$ cat config.mk
export PLATFORM = sky130hd
export DESIGN_NAME = control_unit
export DESIGN_NICKNAME = d
export VERILOG_FILES = /design/src/rtl/cpu_isa_pkg.sv /design/src/rtl/cu_ctrl_pkg.sv /design/src/rtl/decode_if.sv /design/src/rtl/control_unit.sv /design/src/rtl/instruction_decoder.sv /design/src/rtl/micro_op_decoder.sv /design/src/rtl/state_sequencer.sv
export SDC_FILE = /design/constraint.sdc
export NUM_CORES = 1
export LEC_CHECK = 0
export BUFFER_PORTS_ARGS = -buffer_cell sky130_fd_sc_hd__buf_2
export CAP_MARGIN = 20
export CORE_MARGIN = 1
export CORE_UTILIZATION = 58
export CTS_CLUSTER_DIAMETER = 200
export CTS_CLUSTER_SIZE = 40
export DETAILED_ROUTE_END_ITERATION = 10
export HOLD_SLACK_MARGIN = 0.06
export PLACE_DENSITY = 0.85
export SLEW_MARGIN = 20
export SYNTH_ARGS = -nofsm -noshare
export SYNTH_HDL_FRONTEND = slang
export SYNTH_SLANG_ARGS = --single-unit
export TNS_END_PERCENT = 5
$ cat constraint.sdc
create_clock -name clk -period 4.3 [get_ports clk]
set_clock_uncertainty 0.1 [all_clocks]
set_input_delay 0.215 -clock clk [delete_from_list [all_inputs] [get_ports clk]]
set_output_delay 0.215 -clock clk [all_outputs]
set_load 0.02 [all_outputs]
$ cat src/rtl/cpu_isa_pkg.sv
`default_nettype none

package cpu_isa_pkg;

	typedef logic [7:0] opcode_t;

	// ALU operation codes as the datapath expects them
	typedef enum logic [5:0] {
		ADR0 = 6'd0,  // Address low byte
		ADR1 = 6'd1,  // Address high byte
		ADC  = 6'd2,
		AND  = 6'd3,
		ASL  = 6'd4,
		BCC  = 6'd6,
		BNE  = 6'd7,
		BVC  = 6'd12,
		BPL  = 6'd13,
		BCS  = 6'd14,
		BEQ  = 6'd15,
		BVS  = 6'd20,
		BMI  = 6'd21,
		BRA  = 6'd22,
		CMP  = 6'd27,
		DEC  = 6'd28,
		EOR  = 6'd29,
		INC  = 6'd30,
		LD   = 6'd31, // Pass memory operand
		PASS = 6'd32, // Pass selected register
		LSR  = 6'd33,
		ORA  = 6'd34,
		ROL  = 6'd43,
		ROR  = 6'd44,
		SBC  = 6'd45
	} alu_op_e;

	// ALU operand source
	typedef enum logic [2:0] {
		A = 3'b000,
		F = 3'b001, // Flags
		M = 3'b010, // Memory
		Z = 3'b110  // Zero page base
	} alu_sel_e;

	// Opcode fields, group in bits 1..0 and mode in bits 4..2
	localparam logic [1:0] GROUP_ACC = 2'b01;
	localparam logic [1:0] GROUP_RMW = 2'b10;
	localparam logic [2:0] MODE_IMM = 3'b010;
	localparam logic [2:0] MODE_ZP = 3'b001;
	localparam logic [2:0] MODE_ABS = 3'b011;

	localparam opcode_t OP_PHA = 8'h48;
	localparam opcode_t OP_PLA = 8'h68;
	localparam opcode_t OP_JMP = 8'h4C;
	localparam opcode_t OP_JSR = 8'h20;
	localparam opcode_t OP_BRA = 8'h80;
	localparam opcode_t OP_STA_IMM = 8'h89;

	// Shift or step on memory; aaa values 4 and 5 are STX and LDX
	function automatic logic rmw_valid(input opcode_t op);
		return (op[1:0] == GROUP_RMW) && (op[7:6] != 2'b10) &&
			((op[4:2] == MODE_ZP) || (op[4:2] == MODE_ABS));
	endfunction

	function automatic logic is_branch(input opcode_t op);
		return ((op[3:0] == 4'h0) && op[4]) || (op == OP_BRA);
	endfunction

endpackage

`default_nettype wire

$ cat src/rtl/cu_ctrl_pkg.sv
`default_nettype none

package cu_ctrl_pkg;

	typedef enum logic [4:0] {
		FETCH,
		IM0,
		ZP0,
		ZP1,
		ZP_STORE,
		ZP_WRITE,
		ABS0,
		ABS1,
		ABS2,
		ABS_STORE,
		ABS_WRITE,
		ABS_JMP,
		JSR0,
		JSR1,
		JSR2,
		BRANCH_CHECK,
		BRANCH_GO,
		PUSH,
		PULL
	} cu_state_e;

	// Address mux of the datapath
	typedef enum logic [3:0] {
		PC    = 4'b0000,
		ZERO  = 4'b0001,
		ABS   = 4'b0010,
		STACK = 4'b0111
	} addr_sel_e;

	// Write data mux
	typedef enum logic [2:0] {
		ALU    = 3'b000,
		RESULT = 3'b001,
		PCL    = 3'b010,
		PCH    = 3'b011
	} wr_sel_e;

	typedef enum logic [1:0] {
		HOLD = 2'b00,
		INC  = 2'b01,
		DEC  = 2'b10
	} sp_op_e;

	localparam logic RW_READ = 1'b0;
	localparam logic RW_WRITE = 1'b1;

endpackage

`default_nettype wire

$ cat src/rtl/decode_if.sv
`timescale 1ns/1ps
`default_nettype none

interface decode_if;

	logic is_store;
	logic is_rmw;
	logic is_jmp;
	logic is_jsr;
	logic loads_a;                     // Execute phase writes A
	cpu_isa_pkg::alu_op_e alu_op;      // Execute phase operation
	cpu_isa_pkg::alu_sel_e alu_sel_ex; // Execute phase operand

	modport decoder (
		output is_store, is_rmw, is_jmp, is_jsr, loads_a, alu_op, alu_sel_ex
	);
	modport sequencer (input is_store, is_rmw, is_jmp, is_jsr);
	modport micro_op (input loads_a, alu_op, alu_sel_ex);

endinterface

`default_nettype wire

$ cat src/rtl/control_unit.sv
`timescale 1ns/1ps
`default_nettype none

module control_unit (
	input wire logic clk,
	input wire logic rst,
	input wire cpu_isa_pkg::opcode_t opcode, // Byte on the data bus
	input wire logic branch_valid,
	output logic instruction_load,
	output logic increment_pc,
	output logic dirl_load,
	output logic dirh_load,
	output logic a_load,
	output logic branch_load,
	output logic jmp_load,
	output logic jsr_load,
	output cu_ctrl_pkg::sp_op_e sp_op,
	output logic read_write,
	output cu_ctrl_pkg::wr_sel_e write_select,
	output cu_ctrl_pkg::addr_sel_e address_select,
	output cpu_isa_pkg::alu_sel_e alu_select,
	output cpu_isa_pkg::alu_op_e alu_opcode
);

	cpu_isa_pkg::opcode_t opcode_reg;
	cu_ctrl_pkg::cu_state_e state;

	decode_if dec_bus ();

	state_sequencer i_state_sequencer (
		.clk          (clk),
		.rst          (rst),
		.opcode       (opcode),
		.branch_valid (branch_valid),
		.dec          (dec_bus.sequencer),
		.opcode_reg   (opcode_reg),
		.state        (state)
	);

	instruction_decoder i_instruction_decoder (
		.opcode_reg (opcode_reg),
		.dec        (dec_bus.decoder)
	);

	micro_op_decoder i_micro_op_decoder (
		.state            (state),
		.dec              (dec_bus.micro_op),
		.instruction_load (instruction_load),
		.increment_pc     (increment_pc),
		.dirl_load        (dirl_load),
		.dirh_load        (dirh_load),
		.a_load           (a_load),
		.branch_load      (branch_load),
		.jmp_load         (jmp_load),
		.jsr_load         (jsr_load),
		.sp_op            (sp_op),
		.read_write       (read_write),
		.write_select     (write_select),
		.address_select   (address_select),
		.alu_select       (alu_select),
		.alu_opcode       (alu_opcode)
	);

endmodule

`default_nettype wire

$ cat src/rtl/instruction_decoder.sv
`timescale 1ns/1ps
`default_nettype none

module instruction_decoder (
	input wire cpu_isa_pkg::opcode_t opcode_reg,
	decode_if.decoder dec
);

	logic [2:0] aaa;
	logic acc_op;
	cpu_isa_pkg::alu_op_e branch_test;

	assign aaa = opcode_reg[7:5];
	assign acc_op = (opcode_reg[1:0] == cpu_isa_pkg::GROUP_ACC);

	assign dec.is_store = acc_op && (aaa == 3'd4); // STA
	assign dec.is_rmw = cpu_isa_pkg::rmw_valid(opcode_reg);
	assign dec.is_jmp = (opcode_reg == cpu_isa_pkg::OP_JMP);
	assign dec.is_jsr = (opcode_reg == cpu_isa_pkg::OP_JSR);

	// Everything in the group except STA and CMP lands in A
	assign dec.loads_a = (acc_op && (aaa != 3'd4) && (aaa != 3'd6)) ||
		(opcode_reg == cpu_isa_pkg::OP_PLA);

	// Flag tested by a conditional branch, bit 5 picks the set polarity
	always_comb begin
		case ({opcode_reg[5], opcode_reg[7:6]})
			3'b000: branch_test = cpu_isa_pkg::BPL;
			3'b001: branch_test = cpu_isa_pkg::BVC;
			3'b010: branch_test = cpu_isa_pkg::BCC;
			3'b011: branch_test = cpu_isa_pkg::BNE;
			3'b100: branch_test = cpu_isa_pkg::BMI;
			3'b101: branch_test = cpu_isa_pkg::BVS;
			3'b110: branch_test = cpu_isa_pkg::BCS;
			default: branch_test = cpu_isa_pkg::BEQ;
		endcase
	end

	always_comb begin
		dec.alu_op = cpu_isa_pkg::PASS;
		dec.alu_sel_ex = cpu_isa_pkg::M;
		if (opcode_reg == cpu_isa_pkg::OP_BRA) begin
			dec.alu_op = cpu_isa_pkg::BRA;
			dec.alu_sel_ex = cpu_isa_pkg::F;
		end else if (cpu_isa_pkg::is_branch(opcode_reg)) begin
			dec.alu_op = branch_test;
			dec.alu_sel_ex = cpu_isa_pkg::F;
		end else if (opcode_reg == cpu_isa_pkg::OP_PLA) begin
			dec.alu_op = cpu_isa_pkg::LD;
		end else if (opcode_reg == cpu_isa_pkg::OP_PHA) begin
			dec.alu_sel_ex = cpu_isa_pkg::A; // Push A through the ALU
		end else if (acc_op) begin
			dec.alu_sel_ex = cpu_isa_pkg::A;
			case (aaa)
				3'd0: dec.alu_op = cpu_isa_pkg::ORA;
				3'd1: dec.alu_op = cpu_isa_pkg::AND;
				3'd2: dec.alu_op = cpu_isa_pkg::EOR;
				3'd3: dec.alu_op = cpu_isa_pkg::ADC;
				3'd4: dec.alu_op = cpu_isa_pkg::PASS; // STA
				3'd5: dec.alu_op = cpu_isa_pkg::LD;
				3'd6: dec.alu_op = cpu_isa_pkg::CMP;
				default: dec.alu_op = cpu_isa_pkg::SBC;
			endcase
		end else if (dec.is_rmw) begin
			case (aaa)
				3'd0: dec.alu_op = cpu_isa_pkg::ASL;
				3'd1: dec.alu_op = cpu_isa_pkg::ROL;
				3'd2: dec.alu_op = cpu_isa_pkg::LSR;
				3'd3: dec.alu_op = cpu_isa_pkg::ROR;
				3'd6: dec.alu_op = cpu_isa_pkg::DEC;
				default: dec.alu_op = cpu_isa_pkg::INC;
			endcase
		end
	end

	// The sequencer branches on these, two at once would be ambiguous
	always_comb begin
		assert #0 ($onehot0({dec.is_store, dec.is_rmw, dec.is_jmp, dec.is_jsr}))
			else $error("decode flags overlap for opcode %02h", opcode_reg);
	end

endmodule

`default_nettype wire

$ cat src/rtl/micro_op_decoder.sv
`timescale 1ns/1ps
`default_nettype none

module micro_op_decoder (
	input wire cu_ctrl_pkg::cu_state_e state,
	decode_if.micro_op dec,
	output logic instruction_load,
	output logic increment_pc,
	output logic dirl_load,
	output logic dirh_load,
	output logic a_load,
	output logic branch_load,
	output logic jmp_load,
	output logic jsr_load,
	output cu_ctrl_pkg::sp_op_e sp_op,
	output logic read_write,
	output cu_ctrl_pkg::wr_sel_e write_select,
	output cu_ctrl_pkg::addr_sel_e address_select,
	output cpu_isa_pkg::alu_sel_e alu_select,
	output cpu_isa_pkg::alu_op_e alu_opcode
);

	assign instruction_load = (state == cu_ctrl_pkg::FETCH);
	assign dirl_load = (state == cu_ctrl_pkg::ZP0) || (state == cu_ctrl_pkg::ABS0);
	assign dirh_load = (state == cu_ctrl_pkg::ABS1);
	assign jmp_load = (state == cu_ctrl_pkg::ABS_JMP);
	assign jsr_load = (state == cu_ctrl_pkg::JSR2);
	assign branch_load = (state == cu_ctrl_pkg::BRANCH_GO);

	// Every cycle that consumes an opcode or operand byte
	assign increment_pc = state inside {cu_ctrl_pkg::FETCH, cu_ctrl_pkg::IM0,
		cu_ctrl_pkg::ZP0, cu_ctrl_pkg::ABS0, cu_ctrl_pkg::ABS1, cu_ctrl_pkg::BRANCH_CHECK};

	assign a_load = dec.loads_a && (state inside {cu_ctrl_pkg::IM0, cu_ctrl_pkg::ZP1,
		cu_ctrl_pkg::ABS2, cu_ctrl_pkg::PULL});

	always_comb begin
		case (state)
			cu_ctrl_pkg::PUSH,
			cu_ctrl_pkg::JSR0,
			cu_ctrl_pkg::JSR1: sp_op = cu_ctrl_pkg::DEC;
			cu_ctrl_pkg::PULL: sp_op = cu_ctrl_pkg::INC;
			default: sp_op = cu_ctrl_pkg::HOLD;
		endcase
	end

	assign read_write = (state inside {cu_ctrl_pkg::ZP_STORE, cu_ctrl_pkg::ZP_WRITE,
		cu_ctrl_pkg::ABS_STORE, cu_ctrl_pkg::ABS_WRITE, cu_ctrl_pkg::PUSH,
		cu_ctrl_pkg::JSR0, cu_ctrl_pkg::JSR1}) ? cu_ctrl_pkg::RW_WRITE : cu_ctrl_pkg::RW_READ;

	always_comb begin
		case (state)
			cu_ctrl_pkg::ZP_WRITE,
			cu_ctrl_pkg::ABS_WRITE: write_select = cu_ctrl_pkg::RESULT;
			cu_ctrl_pkg::JSR0: write_select = cu_ctrl_pkg::PCH; // High byte pushed first
			cu_ctrl_pkg::JSR1: write_select = cu_ctrl_pkg::PCL;
			default: write_select = cu_ctrl_pkg::ALU;
		endcase
	end

	always_comb begin
		case (state)
			cu_ctrl_pkg::ZP1,
			cu_ctrl_pkg::ZP_STORE,
			cu_ctrl_pkg::ZP_WRITE: address_select = cu_ctrl_pkg::ZERO;
			cu_ctrl_pkg::ABS2,
			cu_ctrl_pkg::ABS_STORE,
			cu_ctrl_pkg::ABS_WRITE: address_select = cu_ctrl_pkg::ABS;
			cu_ctrl_pkg::PUSH,
			cu_ctrl_pkg::PULL,
			cu_ctrl_pkg::JSR0,
			cu_ctrl_pkg::JSR1: address_select = cu_ctrl_pkg::STACK;
			default: address_select = cu_ctrl_pkg::PC;
		endcase
	end

	always_comb begin
		case (state)
			cu_ctrl_pkg::ZP0,
			cu_ctrl_pkg::ABS0: alu_select = cpu_isa_pkg::Z; // Address phase
			cu_ctrl_pkg::IM0,
			cu_ctrl_pkg::ZP1,
			cu_ctrl_pkg::ABS2,
			cu_ctrl_pkg::ZP_STORE,
			cu_ctrl_pkg::ABS_STORE,
			cu_ctrl_pkg::PUSH,
			cu_ctrl_pkg::BRANCH_CHECK: alu_select = dec.alu_sel_ex;
			default: alu_select = cpu_isa_pkg::M;
		endcase
	end

	always_comb begin
		case (state)
			cu_ctrl_pkg::ZP0,
			cu_ctrl_pkg::ABS0: alu_opcode = cpu_isa_pkg::ADR0;
			cu_ctrl_pkg::ABS1: alu_opcode = cpu_isa_pkg::ADR1;
			cu_ctrl_pkg::IM0,
			cu_ctrl_pkg::ZP1,
			cu_ctrl_pkg::ABS2,
			cu_ctrl_pkg::BRANCH_CHECK: alu_opcode = dec.alu_op;
			default: alu_opcode = cpu_isa_pkg::PASS;
		endcase
	end

	// Writing through the program counter would overwrite code
	always_comb begin
		assert #0 (!((read_write == cu_ctrl_pkg::RW_WRITE) &&
			(address_select == cu_ctrl_pkg::PC)))
			else $error("write cycle on PC address in state %s", state.name());
	end

endmodule

`default_nettype wire

$ cat src/rtl/state_sequencer.sv
`timescale 1ns/1ps
`default_nettype none

module state_sequencer (
	input wire logic clk,
	input wire logic rst,
	input wire cpu_isa_pkg::opcode_t opcode,
	input wire logic branch_valid,
	decode_if.sequencer dec,
	output cpu_isa_pkg::opcode_t opcode_reg,
	output cu_ctrl_pkg::cu_state_e state
);

	logic [2:0] mode;
	logic acc_op;
	logic rmw_op;
	cu_ctrl_pkg::cu_state_e dispatch_state;
	cu_ctrl_pkg::cu_state_e next_state;

	assign mode = opcode[4:2];
	assign acc_op = (opcode[1:0] == cpu_isa_pkg::GROUP_ACC);
	assign rmw_op = cpu_isa_pkg::rmw_valid(opcode);

	// First state of the opcode on the data bus
	always_comb begin
		if (acc_op && (mode == cpu_isa_pkg::MODE_IMM) && (opcode != cpu_isa_pkg::OP_STA_IMM))
			dispatch_state = cu_ctrl_pkg::IM0;
		else if ((acc_op || rmw_op) && (mode == cpu_isa_pkg::MODE_ZP))
			dispatch_state = cu_ctrl_pkg::ZP0;
		else if (((acc_op || rmw_op) && (mode == cpu_isa_pkg::MODE_ABS)) ||
				(opcode == cpu_isa_pkg::OP_JMP) || (opcode == cpu_isa_pkg::OP_JSR))
			dispatch_state = cu_ctrl_pkg::ABS0;
		else if (cpu_isa_pkg::is_branch(opcode))
			dispatch_state = cu_ctrl_pkg::BRANCH_CHECK;
		else if (opcode == cpu_isa_pkg::OP_PHA)
			dispatch_state = cu_ctrl_pkg::PUSH;
		else if (opcode == cpu_isa_pkg::OP_PLA)
			dispatch_state = cu_ctrl_pkg::PULL;
		else
			dispatch_state = cu_ctrl_pkg::FETCH; // Unsupported, one cycle no-op
	end

	always_comb begin
		case (state)
			cu_ctrl_pkg::FETCH: next_state = dispatch_state;
			cu_ctrl_pkg::ZP0:
				next_state = dec.is_store ? cu_ctrl_pkg::ZP_STORE : cu_ctrl_pkg::ZP1;
			cu_ctrl_pkg::ZP1:
				next_state = dec.is_rmw ? cu_ctrl_pkg::ZP_WRITE : cu_ctrl_pkg::FETCH;
			cu_ctrl_pkg::ABS0:
				next_state = dec.is_jmp ? cu_ctrl_pkg::ABS_JMP : cu_ctrl_pkg::ABS1;
			cu_ctrl_pkg::ABS1: begin
				if (dec.is_store)
					next_state = cu_ctrl_pkg::ABS_STORE;
				else if (dec.is_jsr)
					next_state = cu_ctrl_pkg::JSR0; // Push return address
				else
					next_state = cu_ctrl_pkg::ABS2;
			end
			cu_ctrl_pkg::ABS2:
				next_state = dec.is_rmw ? cu_ctrl_pkg::ABS_WRITE : cu_ctrl_pkg::FETCH;
			cu_ctrl_pkg::BRANCH_CHECK:
				next_state = branch_valid ? cu_ctrl_pkg::BRANCH_GO : cu_ctrl_pkg::FETCH;
			cu_ctrl_pkg::JSR0: next_state = cu_ctrl_pkg::JSR1;
			cu_ctrl_pkg::JSR1: next_state = cu_ctrl_pkg::JSR2;
			default: next_state = cu_ctrl_pkg::FETCH; // Terminal states
		endcase
	end

	always_ff @(posedge clk or negedge rst) begin
		if (!rst) begin
			state <= cu_ctrl_pkg::FETCH;
			opcode_reg <= '0;
		end else begin
			state <= next_state;
			if (state == cu_ctrl_pkg::FETCH)
				opcode_reg <= opcode; // Instruction register
		end
	end

	a_jsr_chain: assert property (@(posedge clk) disable iff (!rst)
		state == cu_ctrl_pkg::JSR0 |=> state == cu_ctrl_pkg::JSR1);

	a_branch_taken: assert property (@(posedge clk) disable iff (!rst)
		state == cu_ctrl_pkg::BRANCH_GO |->
			$past(state) == cu_ctrl_pkg::BRANCH_CHECK && $past(branch_valid));

endmodule

`default_nettype wire

== Yosys cells after proc, flatten, opt, wreduce, memory -nomap -nowiden ==
Memory sizes are Yosys's and may differ from the RTL's.
Cells that the tools add are included.

* Bits in registers: 13
* Latch bits: 0
* Memory bits (writable): 0
* Bits in read-only memories: 96
* Input bits: 11
* Output and inout port bits: 27
* Logic and storage cells: 126
* Memories: 1

* Add/sub/neg operators: 0
* $mul: 0
* Divide/modulo/power cells: 0
* Order comparisons: 0
* Eq/ne operators: 54
* Shifts and indexed selects: 0
* Muxes and demuxes: 33
* Bitwise operators: 0
* Reduce and logical (&&, ||, !) cells: 36

{| class="wikitable"
|+ Memory list
! memory !! depth !! bits a word !! read ports !! clocked after memory_dff !! write ports !! line !! RTL
|-
| (no name shown) || 32 || 3 || 1 || 0 || 0 || micro_op_decoder.sv:62 || <nowiki>case (state)</nowiki>
|}

{| class="wikitable"
|+ Operator list
! operator !! count
|-
| == test 8 x 7 -> 1 bit, second input constant || 6
|-
| case mux 5 bit (9 select lines) || 1
|-
| case mux 6 bit (7 select lines) || 1
|-
| == test 5 x 4 -> 1 bit, second input constant || 8
|-
| two-way mux 5 bit || 8
|-
| two-way mux 6 bit || 6
|-
| case mux 5 bit (7 select lines) || 1
|-
| case mux 6 bit (5 select lines) || 1
|-
| == test 3 x 2 -> 1 bit, second input constant || 7
|-
| two-way mux 3 bit || 7
|-
| == test 5 x 3 -> 1 bit, second input constant || 4
|-
| == test 3 bit, second input constant || 6
|-
| case mux 6 bit (3 select lines) || 1
|-
| == test 8 x 6 -> 1 bit, second input constant || 2
|-
| == test 8 bit, second input constant || 2
|-
| == test 5 bit, second input constant || 3
|-
| logical AND 1 bit || 14
|-
| == test 3 x 1 -> 1 bit, second input constant || 4
|-
| == test 5 x 2 -> 1 bit, second input constant || 2
|-
| logical OR 1 bit || 9
|-
| logical NOT 4 bit || 2
|-
| two-way mux 4 bit || 2
|-
| inequality test 8 bit, second input constant || 1
|-
| nonzero test 7 bit || 1
|-
| other kinds (18) || 24
|}

== Logic depth before layout (Yosys ltp) ==
Gate-level depths: netlist of the first run.

* Word-level depth: 11
* Mapped depth: 8

== Cells and area by module ==
From an unflattened synthesis of the first run, not the netlist that was laid out.

* Cell total of the unflattened synthesis: 259
* Area total of the unflattened synthesis: 2001.9 um2

{| class="wikitable"
|+ By module, submodules not included
! module !! instances !! cells each !! area an instance (um2) !! seq. area each (um2)
|-
| state_sequencer || 1 || 92 || 892.1 || 325.3
|-
| micro_op_decoder || 1 || 90 || 638.1 || 0.0
|-
| instruction_decoder || 1 || 77 || 471.7 || 0.0
|}

== Worst setup path before layout of the first run ==
OpenSTA, ideal clock, no wires.

* Kind: flip-flop to output port
* Start: reg i_state_sequencer.opcode_reg[0]
* End: out alu_opcode[1]
* Arrival: 1.673 ns
* Required time: 3.985 ns
* Slack: 2.312 ns
* Stages on the path, launching flop included: 6
* Buffers on the path: 0
* Cell sequence: dfrtp_1 > nor4_1 > o21ai_1 > a21boi_2 > o31a_1 > a31oi_1

* Cells in the longest elaborated chain, start to end: 10
* Elaborated cells between the ends (all ways): 17

{| class="wikitable"
|+ Ends and longest elaborated chain
! what !! line !! RTL
|-
| from (decl) || state_sequencer.sv:10 || <nowiki>output cpu_isa_pkg::opcode_t opcode_reg,</nowiki>
|-
| from (signal assigned) || state_sequencer.sv:77 || <nowiki>opcode_reg <= opcode;</nowiki>
|-
| == test 2 bit || cpu_isa_pkg.sv:60 || <nowiki>return (op[1:0] == GROUP_RMW) && (op[7:6] != 2'b10) &&</nowiki>
|-
| logical AND 1 bit (2 in series) || cpu_isa_pkg.sv:60 ||
|-
| two-way mux 6 bit || instruction_decoder.sv:64 || <nowiki>end else if (dec.is_rmw) begin</nowiki>
|-
| two-way mux 6 bit || instruction_decoder.sv:52 || <nowiki>end else if (acc_op) begin</nowiki>
|-
| two-way mux 6 bit || instruction_decoder.sv:50 || <nowiki>end else if (opcode_reg == cpu_isa_pkg::OP_PHA) begin</nowiki>
|-
| two-way mux 6 bit || instruction_decoder.sv:48 || <nowiki>end else if (opcode_reg == cpu_isa_pkg::OP_PLA) begin</nowiki>
|-
| two-way mux 6 bit || instruction_decoder.sv:45 || <nowiki>end else if (cpu_isa_pkg::is_branch(opcode_reg)) begin</nowiki>
|-
| two-way mux 6 bit * || instruction_decoder.sv:42 || <nowiki>if (opcode_reg == cpu_isa_pkg::OP_BRA) begin</nowiki>
|-
| case mux 6 bit (3 select lines) * || micro_op_decoder.sv:93 || <nowiki>case (state)</nowiki>
|-
| to (decl) || control_unit.sv:22 || <nowiki>output cpu_isa_pkg::alu_op_e alu_opcode</nowiki>
|}

Mark *: on every way between the ends. The rest lies on a longest branch, timed or not.

== Final worst setup path of the first run ==
* Start: reg i_state_sequencer.opcode_reg[7]
* End: out alu_opcode[1]

* Cells in the longest elaborated chain, start to end: 10
* Elaborated cells between the ends (all ways): 31

{| class="wikitable"
|+ Ends and longest elaborated chain
! what !! line
|-
| parallel branches: the longest is 8 deep, another holds case mux 6 bit (5 select lines) || --
|-
| two-way mux 6 bit * || instruction_decoder.sv:42
|-
| case mux 6 bit (3 select lines) * || micro_op_decoder.sv:93
|}

Every way passes the cells marked *.

==> metrics.txt, run 1 <==
status finished, final reports clean; via count of the first global-routing pass 1385; top-level port count 38; crit path cell chain nand4bb_1 -> nor4_1 -> a21boi_2 -> o31a_1 -> a31oi_1 -> buf_2; relative slew slack 0.440; All-Layer GR Usage 0.280; Horiz. Die Dim 54.5 um; clock tree root buffer cell sky130_fd_sc_hd__clkbuf_4; final-layout setup total negative slack 0 ps; signed area change from the synthesized netlist to the final layout 11.5%; nature of the critical path endpoint primary output; clock insertion delay at the later pin of the skew report 290 ps; maximum clock rate 378 MHz; post-DR wirelength/cell 14.1 um; data required time at the worst endpoint 3980 ps; Worst Setup Slack, final 1660 ps; crit share post-route 0.615; effective utilization at floorplan 0.628; Power, Total 1.07 mW; utilization after layout 0.701; die height 54.5 um; Clk network pwr share 0.073; leakage dissipation 0.751 nW; via density per instance 6.33; diode count 0; #FFs+latches synth 13; overflow left after global routing 0; Final #Nets 262; power density of the placed cells 599 nW/um^2; Async S/R FF share, synth 1.00; maximum fanout along the worst path 20; type of the worst setup path reg2out; first-pass detailed-route iteration total 4; minimum clock period 2640 ps; Clock Path Buffers 2; sink count of the clock tree 13; flip-flop count of the largest register, all copies and words added 8; share of layout cells above drive strength 1 0.224; fraction of power spent switching nets 0.540; vias after detailed routing 1746; kind of start point of the critical path flop; unique cell type count in the Yosys netlist 56; data arrival time at the worst-slack endpoint 2330 ps; wire length after detailed routing 3880 um; final standard cell area without fillers 1780 um^2; cell with the largest stage delay on the worst path sky130_fd_sc_hd__dfrtp_1; Final Hold Fails 0; number of warnings printed during yosys synthesis 0; dpl ws 1980 ps; wire length of the first global-routing pass 6070 um; net switching component of the power 0.577 mW; number of DRC markers in iteration 0 54; delay of the slowest cell on the worst path 600 ps; Slew Viols, Final 0; unrepaired setup endpoints after global routing no; dominant synthesized flop cell sky130_fd_sc_hd__dfrtp_1; max_cap viols 0; setup-violating endpoint count in the final report 0; part of the Yosys area used for sequential elements 0.203; number of buffer cells added on primary ports 35; CTS tree done; CTS H-Tree Depth 1; Reg-to-Reg Start i_state_sequencer.state[1]$_DFF_PN0_; Final GP Congestion 0.865; min-delay src opcode[6]; highest ir drop seen on vdd 0.622 mV; number of rows created at floorplan 18; Remaining DRCs 0; Int Pwr 0.492 mW; Die ar. 2970 um^2; cts bufs inserted 3; remaining antenna violation count 0; power share of the combinational group 0.632; launch point of the critical path i_state_sequencer.opcode_reg[7]$_DFFE_PN0P_; class of the tightest hold or removal check in2reg; sequential cell fraction of total power 0.295; cells after synthesis 221; number of antenna violations at the first check in global routing 0; largest net degree at the start of global routing 23; Syn Area/Cell 7.24 um^2; total half-perimeter wirelength after legalization and detailed placement 2910 um; clock-pin slew on the worst setup and hold paths 70 ps; area of placed instances 1740 um^2; placeable core area 2540 um^2; combined area of all synthesized cells 1600 um^2; Tightest Pin Transition 835 ps; count of flip-flops with a built-in enable after synthesis 0
==> what timing repair did <==
action,in CTS,in global routing
endpoints found under the hold margin,14,0
setup buffers,0,0
hold buffers,2,0
resized for setup,0,0
==> cell families after synthesis <==
group                      count (synthesis)  synth area share
other                                      1           0.00235
buffers and inverters                     26            0.0704
xor gates and xnor gates                   3            0.0164
adders and majority gates                  4            0.0313
muxes                                      9            0.0634
DFF                                       13             0.203
AOI/OAI and AO/OA                         72             0.298
and+or+nand+nor                           93             0.315
==> cell usage in the layout, fill, tap and decap left out, types with 7 or more instances in the layout <==
cell / count
sky130_fd_sc_hd__a21oi_1: 16
sky130_fd_sc_hd__buf_2: 35
sky130_fd_sc_hd__dfrtp_1: 13
sky130_fd_sc_hd__inv_1: 9
sky130_fd_sc_hd__mux2_2: 9
sky130_fd_sc_hd__nand2_1: 20
sky130_fd_sc_hd__nand2b_1: 11
sky130_fd_sc_hd__nor2_1: 25
sky130_fd_sc_hd__nor4_1: 7
sky130_fd_sc_hd__o21ai_0: 16
==> worst max-delay path, delay by kind of cell (launching register included) <==
family / cells / cell delay [ps]
flops: 1 / 600
simple gates: 2 / 790
compound gates: 3 / 480
buf+inv: 1 / 180
==> path summary, 6_finish.rpt <==
path | end | slack (ps) | cells past startpoint
worst min register to register | i_state_sequencer.opcode_reg[3]$_DFFE_PN0P_ | 490 | 1
worst min-delay path | i_state_sequencer.opcode_reg[6]$_DFFE_PN0P_ | 150 | 2
max in group asynchronous | i_state_sequencer.opcode_reg[5]$_DFFE_PN0P_ | 3620 | 2
worst max register to register | i_state_sequencer.state[2]$_DFF_PN0_ | 1950 | 7
min in group asynchronous | i_state_sequencer.opcode_reg[1]$_DFFE_PN0P_ | 250 | 2
worst max-delay path | alu_opcode[1] | 1660 | 6
==> power groups by stage <==
stage / Sequential, mW / Clock, mW / Combinational (mW)
2_1_floorplan: 0.212 / 0 / 0.627
3_3_place_gp: 0.312 / 0 / 0.661
3_5_place_dp: 0.315 / 0 / 0.666
4_1_cts: 0.312 / 0.0794 / 0.671
5_1_grt: 0.332 / 0.0818 / 0.752
6_report: 0.315 / 0.0779 / 0.676
==> through the flow <==
| step | hold slack, ps | std cells |
|---|---|---|
| CTS | 150 | 276 |
| floorplan | -181 | 222 |
| global route | 166 | 276 |
| detailed placement | 15.6 | 270 |
| finish | 153 | 276 |
| global placement | 11.3 | 270 |
==> final cells by class <==
type                       count  area [um^2]
inverter                       9         33.8
sequential                    13          325
clock buffer                   4         26.3
tap                           30         37.5
fill                         228          762
multi-input combinational    183         1160
timing repair buffer          37          195
==> synth_stat cells (4+ instances only) <==
cell type	count	area share
sky130_fd_sc_hd__nor2_1	25	0.059
sky130_fd_sc_hd__nand2_1	20	0.047
sky130_fd_sc_hd__a21oi_1	16	0.050
sky130_fd_sc_hd__o21ai_0	16	0.050
sky130_fd_sc_hd__dfrtp_1	13	0.20
sky130_fd_sc_hd__nand2b_1	11	0.043
sky130_fd_sc_hd__clkbuf_1	9	0.021
sky130_fd_sc_hd__inv_1	9	0.021
sky130_fd_sc_hd__mux2_2	9	0.063
sky130_fd_sc_hd__nor4_1	7	0.027
sky130_fd_sc_hd__a31oi_1	6	0.023
sky130_fd_sc_hd__nand3_1	6	0.019
sky130_fd_sc_hd__buf_2	5	0.016
sky130_fd_sc_hd__ha_1	4	0.031
==> layer usage <==
layer / vias to the layer above / GRT usage / share of wire
li1: 859 / - / -
met1: 808 / 0.392 / 0.47
met2: 77 / 0.447 / 0.47
met3: 2 / 0.0222 / 0.058
met4: 0 / 0.0983 / 0.0077
met5: - / 0 / 0
(Power assumes the default switching activity.)
==> inputs of run 2 (changes only) <==
--- a/config.mk
+++ b/config.mk
@@ -8,12 +8,12 @@
 export BUFFER_PORTS_ARGS = -buffer_cell sky130_fd_sc_hd__buf_2
 export CAP_MARGIN = 20
 export CORE_MARGIN = 1
-export CORE_UTILIZATION = 58
+export CORE_UTILIZATION = 54
 export CTS_CLUSTER_DIAMETER = 200
 export CTS_CLUSTER_SIZE = 40
 export DETAILED_ROUTE_END_ITERATION = 10
 export HOLD_SLACK_MARGIN = 0.06
-export PLACE_DENSITY = 0.85
+export PLACE_DENSITY = 0.8
 export SLEW_MARGIN = 20
 export SYNTH_ARGS = -nofsm -noshare
 export SYNTH_HDL_FRONTEND = slang
==> constraint.sdc (replaced) <==
create_clock -name clk -period 2.6 [get_ports clk]
set_clock_uncertainty 0.1 [all_clocks]
set_input_delay 0.13 -clock clk [delete_from_list [all_inputs] [get_ports clk]]
set_output_delay 0.13 -clock clk [all_outputs]
set_load 0.02 [all_outputs]
==> run 2 against run 1 <==
Core utilization shrank 4.5 points. First-iteration DRC count grew 130%. Worst setup slack lost 1400 ps. Global-route usage shrank 3.2 points. Largest cell class unchanged. Final cell count grew 2.2%.
==> metrics.txt, run 2 (synthesis results as in run 1) <==
cts bufs inserted 3; clock tree root buffer cell sky130_fd_sc_hd__clkbuf_4; clock insertion delay at the later pin of the skew report 260 ps; Final #Nets 267; number of rows created at floorplan 19; number of buffers inserted to repair setup after CTS 0; Horiz. Die Dim 56.4 um; unrepaired setup endpoints after global routing no; nature of the critical path endpoint primary output; minimum clock period 2330 ps; class of the tightest hold or removal check in2reg; type of the worst setup path reg2out; CTS H-Tree Depth 1; kind of start point of the critical path flop; most common library cell in the layout ignoring fill and taps sky130_fd_sc_hd__buf_2; Remaining DRCs 0; number of cells on the worst reg-to-reg path 7; Clock Path Buffers 2; maximum fanout along the worst path 9; number of DRC markers in iteration 0 126; power density of the placed cells 1000 nW/um^2; setup-violating endpoint count in the final report 0; first-pass detailed-route iteration total 4; wire length of the first global-routing pass 6510 um; remaining antenna violation count 0; instance count along the most critical hold path 2; dpl ws 498 ps; die height 56.4 um; min-delay src opcode[6]; Final Hold Fails 0; cell with the largest stage delay on the worst path sky130_fd_sc_hd__dfrtp_1; leakage dissipation 0.774 nW; via density per instance 6.22; number of antenna violations at the first check in global routing 0; overflow left after global routing 0; diode count 0; top-level port count 38; All-Layer GR Usage 0.248; crit share post-route 0.895; post-DR wirelength/cell 13.9 um; net switching component of the power 0.957 mW; CTS tree done; Reg-to-Reg Start i_state_sequencer.state[1]$_DFF_PN0_; reg-to-reg setup timing slack 570 ps; clock-pin slew on the worst setup and hold paths 70 ps; maximum clock rate 430 MHz; share of layout cells above drive strength 1 0.243; FILL cells 261; fraction of power spent switching nets 0.525; vias after detailed routing 1755; data required time at the worst endpoint 2370 ps; highest ir drop seen on vdd 0.947 mV; capturing point of the worst reg2reg path i_state_sequencer.state[3]$_DFF_PN0_; total half-perimeter wirelength after legalization and detailed placement 3010 um; largest net degree at the start of global routing 21; delay of the slowest cell on the worst path 460 ps; max_cap viols 0; status finished, final reports clean; final-layout setup total negative slack 0 ps; sequential cell fraction of total power 0.261; wire length after detailed routing 3920 um; Int Pwr 0.865 mW; flip-flop count of the largest register, all copies and words added 8; power share of the combinational group 0.677; Die ar. 3180 um^2; data arrival time at the worst-slack endpoint 2100 ps; Final GP Congestion 0.881; Clk network pwr share 0.063; sink count of the clock tree 13; commonest cells after routing, fill and taps aside sky130_fd_sc_hd__buf_2, sky130_fd_sc_hd__nor2_1, sky130_fd_sc_hd__nand2_1; placeable core area 2780 um^2; via count of the first global-routing pass 1473; signed area change from the synthesized netlist to the final layout 14.0%; number of buffer cells added on primary ports 35; Slew Viols, Final 0; effective utilization at floorplan 0.575; terminating pin of the worst hold path i_state_sequencer.opcode_reg[6]$_DFFE_PN0P_; crit path cell chain nor4_1 -> o21ai_1 -> a21boi_2 -> o31a_1 -> a31oi_1 -> buf_2; Worst Setup Slack, final 273 ps
-- run 2: cell count changes in the layout (fill, tap and decap cells not counted), sizes merged --
cell / before / now
buf: 35 / 40
-- run 2: how the worst max path moves through the flow --
stage	start	endpoint	slack, ps
3_5_place_dp	i_state_sequencer.opcode_reg[6]$_DFFE_PN0P_	a_load	500
2_1_floorplan	i_state_sequencer.opcode_reg[0]$_DFFE_PN0P_	alu_opcode[1]	700
4_1_cts	i_state_sequencer.opcode_reg[6]$_DFFE_PN0P_	alu_opcode[5]	210
6_report	i_state_sequencer.opcode_reg[0]$_DFFE_PN0P_	alu_opcode[1]	270
5_1_grt	i_state_sequencer.opcode_reg[0]$_DFFE_PN0P_	alu_opcode[0]	30
3_3_place_gp	i_state_sequencer.opcode_reg[6]$_DFFE_PN0P_	alu_opcode[5]	510
-- run 2: through the flow --
step | hold WS, ps | util | instance area (um^2) | power (mW) | instances
final | 90.2 | 0.655 | 1820 | 1.82 | 282
after global routing | 92.4 | 0.655 | 1820 | 2.00 | 282
after CTS | 81.3 | 0.655 | 1820 | 1.82 | 282
after detailed placement | -75.2 | 0.638 | 1780 | 1.69 | 276
after global placement | -75.2 | 0.638 | 1780 | 1.68 | 276
after floorplan | -266 | - | 1600 | 1.39 | 222
-- run 2: critical path: cells and delay by family, from the launching register on --
kind	cells	cell delay [ps]
buffers and inverters	1	180
AOI/OAI and AO/OA	4	750
DFF	1	460
and+or+nand+nor	1	460
-- run 2: cell type report --
type                    count  area [um^2]  share of cell area
well taps                  31         38.8              0.0213
repair buffers             42          233               0.128
inverters                   9         33.8              0.0185
multi-input cells         183         1160               0.639
flip-flops and latches     13          327               0.179
clock buffers               4         26.3              0.0144
-- run 2: power groups by stage --
stage	clock network (mW)	registers (mW)	logic (mW)
5_1_grt	0.133	0.501	1.37
6_report	0.114	0.475	1.23
4_1_cts	0.120	0.467	1.23
3_3_place_gp	0	0.462	1.21
2_1_floorplan	0	0.350	1.04
3_5_place_dp	0	0.472	1.22
-- run 2: layer usage --
layer,track usage,vias to the layer above,routed length (um)
met3,0.00691,2,239
met1,0.387,812,1820
met4,0.0557,0,13
met5,0,-,0
met2,0.379,67,1850
li1,-,874,-
-- run 2: repair_timing --
item	4_1_cts	5_1_grt
setup endpoints to repair	0	4
hold endpoints to repair	14	0
hold buffers	2	0
gates resized for setup	0	1
